===== src/hdc_pkg.sv =====
package hdc_pkg;

    // hypervector geometry
    localparam int unsigned DIM      = 128;
    // output beat is half a hypervector
    localparam int unsigned STREAM_W = DIM / 2;

    // encoding cores sharing the item memory
    localparam int unsigned N_CORES   = 4;
    localparam int unsigned CORE_ID_W = 2;

    // sample fields
    localparam int unsigned FEAT_W  = 4;
    localparam int unsigned N_FEAT  = 16;
    localparam int unsigned LEVEL_W = 4;

    // per-dimension vote counter width
    localparam int unsigned CNT_W = 8;

    // item memory generation rule
    localparam logic [DIM-1:0] ITEM_SEED   = 128'h9e37_79b9_7f4a_7c15_f39c_c060_5ced_c834;
    localparam int unsigned    ITEM_STRIDE = 9;

    // encode core controller states
    localparam logic [1:0] ST_IDLE = 2'd0;
    localparam logic [1:0] ST_REQ  = 2'd1;
    localparam logic [1:0] ST_WAIT = 2'd2;

    // rotate a hypervector left, amount taken modulo DIM
    function automatic logic [DIM-1:0] rotl(input logic [DIM-1:0] vec, input int unsigned amt);
        int unsigned sh;
        sh = amt % DIM;
        // a zero shift leaves the right term empty
        return (vec << sh) | (vec >> (DIM - sh));
    endfunction

endpackage

===== src/mem_arbiter.sv =====
`timescale 1ns/1ps
`default_nettype none

module mem_arbiter
    import hdc_pkg::*;
(
    input  logic                      clk,
    input  logic                      arst_n,
    // core side
    input  logic [N_CORES-1:0]        mem_req,
    input  logic [N_CORES*FEAT_W-1:0] mem_addr,
    output logic [N_CORES-1:0]        mem_gnt,
    output logic [N_CORES-1:0]        mem_rvalid,
    output logic [DIM-1:0]            mem_rdata,
    // item memory side
    output logic                      rd_en,
    output logic [FEAT_W-1:0]         rd_addr,
    input  logic [DIM-1:0]            rd_data
);

    // core with highest priority this cycle
    logic [CORE_ID_W-1:0] rr_ptr;
    // winner of the current cycle
    logic [CORE_ID_W-1:0] gnt_idx;
    logic                 gnt_any;
    // grant seen one cycle ago, steers the read-valid pulse
    logic [N_CORES-1:0]   gnt_q;

    // round-robin pick
    // scan from rr_ptr upward, wrapping at N_CORES
    always_comb begin
        logic [CORE_ID_W-1:0] cand;
        mem_gnt = '0;
        gnt_any = 1'b0;
        gnt_idx = '0;
        cand    = '0;
        for (int i = 0; i < N_CORES; i++) begin
            cand = rr_ptr + CORE_ID_W'(i);
            // first requester found wins
            if (!gnt_any && mem_req[cand]) begin
                gnt_any = 1'b1;
                gnt_idx = cand;
            end
        end
        // at most one grant per cycle
        mem_gnt[gnt_idx] = gnt_any;
    end

    // winner's address straight to the memory
    assign rd_en   = gnt_any;
    assign rd_addr = mem_addr[gnt_idx*FEAT_W +: FEAT_W];

    // pointer moves just past the granted core
    // grant delayed to line up with the memory latency
    always_ff @(posedge clk or negedge arst_n) begin
        if (!arst_n) begin
            rr_ptr <= '0;
            gnt_q  <= '0;
        end else begin
            if (gnt_any) begin
                rr_ptr <= gnt_idx + CORE_ID_W'(1);
            end
            gnt_q <= mem_gnt;
        end
    end

    // read data goes to everyone, valid only to the owner
    assign mem_rdata  = rd_data;
    assign mem_rvalid = gnt_q;

endmodule

`default_nettype wire


===== config.mk =====
export PLATFORM = sky130hd
export DESIGN_NAME = mem_arbiter
export DESIGN_NICKNAME = d
export VERILOG_FILES = /design/src/hdc_pkg.sv /design/src/mem_arbiter.sv
export SDC_FILE = /design/constraint.sdc
export NUM_CORES = 1
export LEC_CHECK = 0
export ABC_AREA = 0
export ABC_CLOCK_PERIOD_IN_PS = 2500
export BUFFER_PORTS_ARGS = -buffer_cell sky130_fd_sc_hd__buf_2
export CORE_AREA = 5 5 108 110
export CTS_CLUSTER_SIZE = 28
export DETAILED_ROUTE_END_ITERATION = 8
export DIE_AREA = 0 0 113 115
export GPL_TIMING_DRIVEN = 0
export MAX_ROUTING_LAYER = met4
export SLEW_MARGIN = 15
export SYNTH_ARGS = -nofsm -noshare
export SYNTH_HDL_FRONTEND = slang
export SYNTH_SLANG_ARGS = --single-unit

===== constraint.sdc =====
create_clock -name clk -period 2.5 [get_ports clk]
set_clock_uncertainty 0.05 [all_clocks]
set_input_delay 0.375 -clock clk [delete_from_list [all_inputs] [get_ports clk]]
set_output_delay 0.375 -clock clk [all_outputs]
set_load 0.01 [all_outputs]

==> impl_metrics.py, run 1 <==
metrics = {
    "placed_design": {
        "gp_congestion": 0.800,
        "place_inst": 474,
        "hpwl_mm": 5.84,
        "numPortBuffers": 162,
    },
    "synthesis": {
        "yosys.area.top_type": "buf_4",
        "ys_warn_count": 0,
        "ys.flop_type": "dfrtp_1",
        "yosys-top-cells-area": "buf_4, dfrtp_1, mux2i_1",
        "async_reset_ff_share_pct": 100,
        "syn_avg_cell_area_um2": 8.03,
        "synth.net_count": 322,
        "synth_top_area_share_pct": 69.6,
        "synth_commonest_cells": "buf_4, mux2i_1, nor2_1",
        "syn_inst": 172,
        "synth_edf_count": 0,
        "ys_seq_area_share_pct": 10.9,
        "ys_ff_latch": 6,
        "netlist_area_um2": 1380,
        "yosys.cell_count.top_type": "buf_4",
        "synth.distinct_cells": 19,
    },
    "floorplan": {
        "coreArea_um2": 10600,
        "die_y_um": 115,
        "io_pins": 291,
        "initial_utilization_pct": 13.0,
        "chipWidth_um": 113,
        "rows": 38,
        "die-area_um2": 13000,
    },
    "worst_setup_path": {
        "cp_max_fo": 8,
        "critical_path.slowest_cell": "nor3_4",
        "worstReg2RegEnd": "rr_ptr[1]",
        "end_kind": "output pin",
        "worstSetupStartpointType": "flop",
        "slowest_delay_ns": 0.47,
        "crit_family": "simple AND/OR/NAND/NOR gates",
        "path_cells": "nor2b_4 > o21a_1 > nor3_4 > mux2i_1 > buf_2",
        "r2r_slack_ns": 0.57,
        "crit_cells": 5,
        "r2r_start": "rr_ptr[1]",
        "cp_data_required_time_ns": 2.08,
        "rr_worst_depth": 5,
        "arrival_ns": 1.90,
        "crit_buf_inv": 1,
        "critPathKind": "reg2out",
    },
    "timing": {
        "max_freq_ghz": 0.430,
        "fin_tns_setup_ns": 0,
        "slew_viol_final": 0,
        "final_hold_viol_count": 0,
        "max_slew.worst_pin.slew_ns": 0.526,
        "slew_headroom_pct": 64.8,
        "rsz0062_at_grt": "false",
        "setup_violations": 0,
        "fin_crit_sh_pct": 93.1,
        "min_period_ns": 2.33,
    },
    "power_and_ir_drop": {
        "p_leak_nw": 1.50,
        "power_mw": 1.01,
        "ir_worst_vdd_mv": 0.263,
        "power_density_nw_per_um2": 417,
    },
    "routing": {
        "avgRoutedWirePerCell_um": 12.9,
        "dr.pass1.iters": 3,
        "drtIter0Drc": 61,
        "drcViolationCount": 0,
        "ant_nets": 0,
        "vias": 1572,
        "vias_per_cell": 3.28,
        "routed_wl_mm": 6.16,
    },
    "final_layout": {
        "multiInputGateArea_um2": 268,
        "ff_latch_area_um2": 150,
        "syn_to_final_growth_pct": 75.9,
        "finalNetCount": 490,
        "drive_gt1_share_pct": 88.5,
        "fin_cells": 479,
        "fill_cells": 1193,
    },
    "grt": {
        "first_global_vias": 1559,
        "grt_use_total_pct": 8.08,
        "grt_max_degree": 11,
        "antenna_found_initial": 1,
        "grt_pass1_wl_mm": 8.02,
        "overflow": 0,
    },
    "clock_tree": {
        "cts.sink_count": 6,
        "post_cts_buffers": 0,
        "htree_levels": 1,
        "numCtsBuffers": 3,
        "cts_tree": "yes",
        "cts.reportedPaths.clkPinSlew_ns": 0.04,
        "clk_path_buf_depth": 2,
        "clock-root-buffer": "clkbuf_8",
        "clk_latency_ns": 0.23,
    },
    "job": {
        "timing.max_cap.violations": 0,
    },
    "worst_hold_path": {
        "hold_class": "in2async",
    },
    "run_status": {
        "status": "complete, no violations",
    },
}
-- how the worst max path moves through the flow --
stage                     from         end  slack [ns]
finish               rr_ptr[1]  rd_addr[1]        0.17
global route         rr_ptr[1]  rd_addr[3]        0.01
CTS                  rr_ptr[1]  mem_gnt[3]        0.08
detailed placement  mem_req[3]  rd_addr[1]        0.27
global placement    mem_req[3]  rd_addr[1]        0.35
floorplan            rr_ptr[1]  mem_gnt[3]        0.57
-- layer usage --
metal	track usage, %	vias up	routed length, µm
li1	-	744	-
met5	-	-	0
met3	1.79	4	710
met4	2.40	0	53
met2	15.5	141	3510
met1	8.18	683	1890
-- registers in the layout (all words and copies together) (netlist names) --
name	count
mem_rvalid	4
rr_ptr	2
-- placed cells by master (no fill, tap or decap), drive strengths merged, types with 3 or more instances in the layout --
| cell type | Yosys | routed |
|---|---|---|
| buf | 129 | 291 |
| nand2 | 4 | 4 |
| clkbuf | 0 | 3 |
| mux2i | 12 | 12 |
| dfrtp | 6 | 6 |
| nor2 | 9 | 9 |
-- report_power, final --
part	internal [mW]	switching, mW
Clock	0.104	0.0470
Sequential	0.137	0.0239
Combinational	0.369	0.333
-- area by class of cell --
class	count	area share [%]
buffer	129	39.9
timing repair buffer	163	33.8
multi-input combinational	36	11.0
tap	140	7.21
sequential	6	6.18
clock buffer	3	1.70
inverter	1	0.154
antenna	1	0.103
-- cell families after synthesis --
logic type / after synthesis / share of synthesized area [%]
simple gates: 20 / 8.15
flops: 6 / 10.9
buf+inv: 130 / 70.2
mux: 12 / 8.70
compound gates: 4 / 2.08
-- repair_timing --
action | CTS | global route
resized for setup | 0 | 3
hold buffers | 1 | 0
endpoints found under the setup margin | 0 | 4
hold endpoints to repair | 6 | 0
-- through the flow --
step / util [%] / worst slack [ns] / hold slack, ns / area, µm²
3_5_place_dp: 22.3 / 0.274 / 0.159 / 2370
6_report: 22.9 / 0.173 / 0.450 / 2430
4_1_cts: 22.8 / 0.0840 / 0.457 / 2420
5_1_grt: 22.9 / 0.0133 / 0.476 / 2430
2_1_floorplan: - / 0.574 / 0.0294 / 1380
3_3_place_gp: 22.3 / 0.348 / 0.154 / 2370
Note: power is estimated with default switching activity, not from simulation.
==> inputs of run 2 (changes only) <==
Settings changed: CTS_BUF_LIST from default to sky130_fd_sc_hd__clkbuf_2, GPL_TIMING_DRIVEN 0 to default.
==> impl_metrics.py, run 2 (same netlist as run 1, synthesis figures left out) <==
metrics = {
    "run_status": {
        "status": "complete, no violations",
    },
    "grt": {
        "grt_pass1_wl_mm": 5.82,
        "first_global_vias": 756,
        "antenna_found_initial": 1,
        "grt_use_total_pct": 6.58,
        "grt_max_degree": 8,
        "overflow": 0,
    },
    "floorplan": {
        "coreArea_um2": 10600,
        "rows": 38,
        "die-area_um2": 13000,
        "die_y_um": 115,
        "initial_utilization_pct": 13.0,
        "chipWidth_um": 113,
        "io_pins": 291,
    },
    "final_layout": {
        "largest_reg_flops": 4,
        "fill_cells": 1235,
        "fin_cells": 226,
        "multiInputGateArea_um2": 268,
        "finalNetCount": 237,
        "syn_to_final_growth_pct": -40.3,
        "ff_latch_area_um2": 150,
        "drive_gt1_share_pct": 54.1,
        "final_area_um2": 825,
        "fin_util_pct": 7.78,
        "most-common-layout-cells": "buf_2, mux2i_1, nor2_1, dfrtp_1",
        "final_common_cell": "buf_2",
    },
    "placed_design": {
        "place_inst": 220,
        "place_worst_setup_slack_ns": 0.194,
        "gp_congestion": 0.852,
        "placedInstanceArea_um2": 783,
        "numPortBuffers": 34,
        "hpwl_mm": 4.06,
    },
    "routing": {
        "drtIter0Drc": 48,
        "vias_per_cell": 3.00,
        "routed_wl_mm": 4.43,
        "avgRoutedWirePerCell_um": 19.6,
        "dr.pass1.iters": 4,
        "drcViolationCount": 0,
        "vias": 678,
        "ant_nets": 0,
    },
    "worst_setup_path": {
        "end_kind": "output pin",
        "arrival_ns": 1.87,
        "crit_family": "buffers and inverters",
        "slowest_delay_ns": 0.43,
        "crit_buf_inv": 4,
        "critical_path.slowest_cell": "dfrtp_1",
        "worstSetupStartpointType": "flop",
        "cp_data_required_time_ns": 2.08,
        "cp_max_fo": 6,
        "path_cells": "inv_1 > a221oi_2 > o211ai_1 > buf_4 > buf_4 > mux2i_1 > mux2i_1 > buf_2",
        "critPathKind": "reg2out",
    },
    "power_and_ir_drop": {
        "power_uw": 638,
        "power_density_nw_per_um2": 774,
        "p_leak_nw": 0.390,
        "ir_worst_vdd_mv": 0.222,
    },
    "clock_tree": {
        "clk_latency_ns": 0.21,
        "clock-root-buffer": "clkbuf_2",
        "clk_path_buf_depth": 2,
        "cts_tree": "yes",
        "cts.reportedPaths.clkPinSlew_ns": 0.05,
        "numCtsBuffers": 3,
        "htree_levels": 1,
        "cts.sink_count": 6,
    },
    "timing": {
        "timing.final.ws_setup_ns": 0.205,
        "fin_crit_sh_pct": 91.8,
        "setup_violations": 0,
        "max_freq_ghz": 0.436,
        "hold_ws_ns": 0.472,
        "final_hold_viol_count": 0,
        "rsz0062_at_grt": "false",
        "slew_headroom_pct": 74.9,
        "fin_tns_setup_ns": 0,
        "slew_viol_final": 0,
        "max_slew.worst_pin.slew_ns": 0.373,
        "min_period_ns": 2.29,
    },
    "worst_hold_path": {
        "hold_class": "in2async",
    },
    "job": {
        "timing.max_cap.violations": 0,
    },
}
run 2: changes by cell type in the layout (fill, tap and decap cells not counted), sizes merged:
cell,delta
buf,-253
run 2: path summary, 6_finish.rpt:
kind / start / end / slack [ns] / cells after the start
worst max-delay path: rr_ptr[1] / rd_addr[0] / 0.21 / 8
worst min-delay path: arst_n / mem_rvalid[2] / 0.47 / 2
worst max register to register: rr_ptr[1] / rr_ptr[1] / 0.50 / 7
worst min register to register: rr_ptr[0] / rr_ptr[0] / 0.55 / 2
max in group asynchronous: arst_n / rr_ptr[1] / 1.78 / 2
min in group clk: rr_ptr[0] / rr_ptr[0] / 0.55 / 2
run 2: metal layers:
layer | part of all wire [%] | vias to the layer above | wire length [µm] | global-route usage [%]
met1 | 16 | 284 | 718 | 2.97
met4 | 7.8 | 0 | 344 | 5.77
met5 | 0 | - | 0 | -
li1 | - | 241 | - | -
met3 | 28 | 44 | 1260 | 7.84
met2 | 48 | 109 | 2120 | 10.5
run 2: timing repair:
item,4_1_cts,5_1_grt
gates resized for setup,0,1
hold buffers,1,0
pin swaps,1,0
endpoints found under the hold margin,6,0
buffers inserted,1,0
setup endpoints to repair,2,5
run 2: layout make-up:
class / instances / area share [%]
multi-input combinational: 36 / 32.5
timing repair buffer: 39 / 25.5
sequential: 6 / 18.2
clock buffer: 3 / 1.82
antenna: 1 / 0.303
tap: 140 / 21.2
inverter: 1 / 0.455
run 2: report_power, final:
part           total [mW]  switching [mW]  internal (mW)  leakage [nW]
sequential          0.163          0.0267          0.136        0.0751
combinational       0.413           0.215          0.198         0.302
clock              0.0624          0.0299         0.0324        0.0125
total               0.638           0.272          0.367         0.390
run 2: worst register-to-register path, cell delays in order, from the launching register on:
cell and delay, ns:
dfrtp_1 0.43, inv_1 0.09, a221oi_2 0.29, o211ai_1 0.12, buf_4 0.18, buf_4 0.16, and2_2 0.21, or3_1 0.35
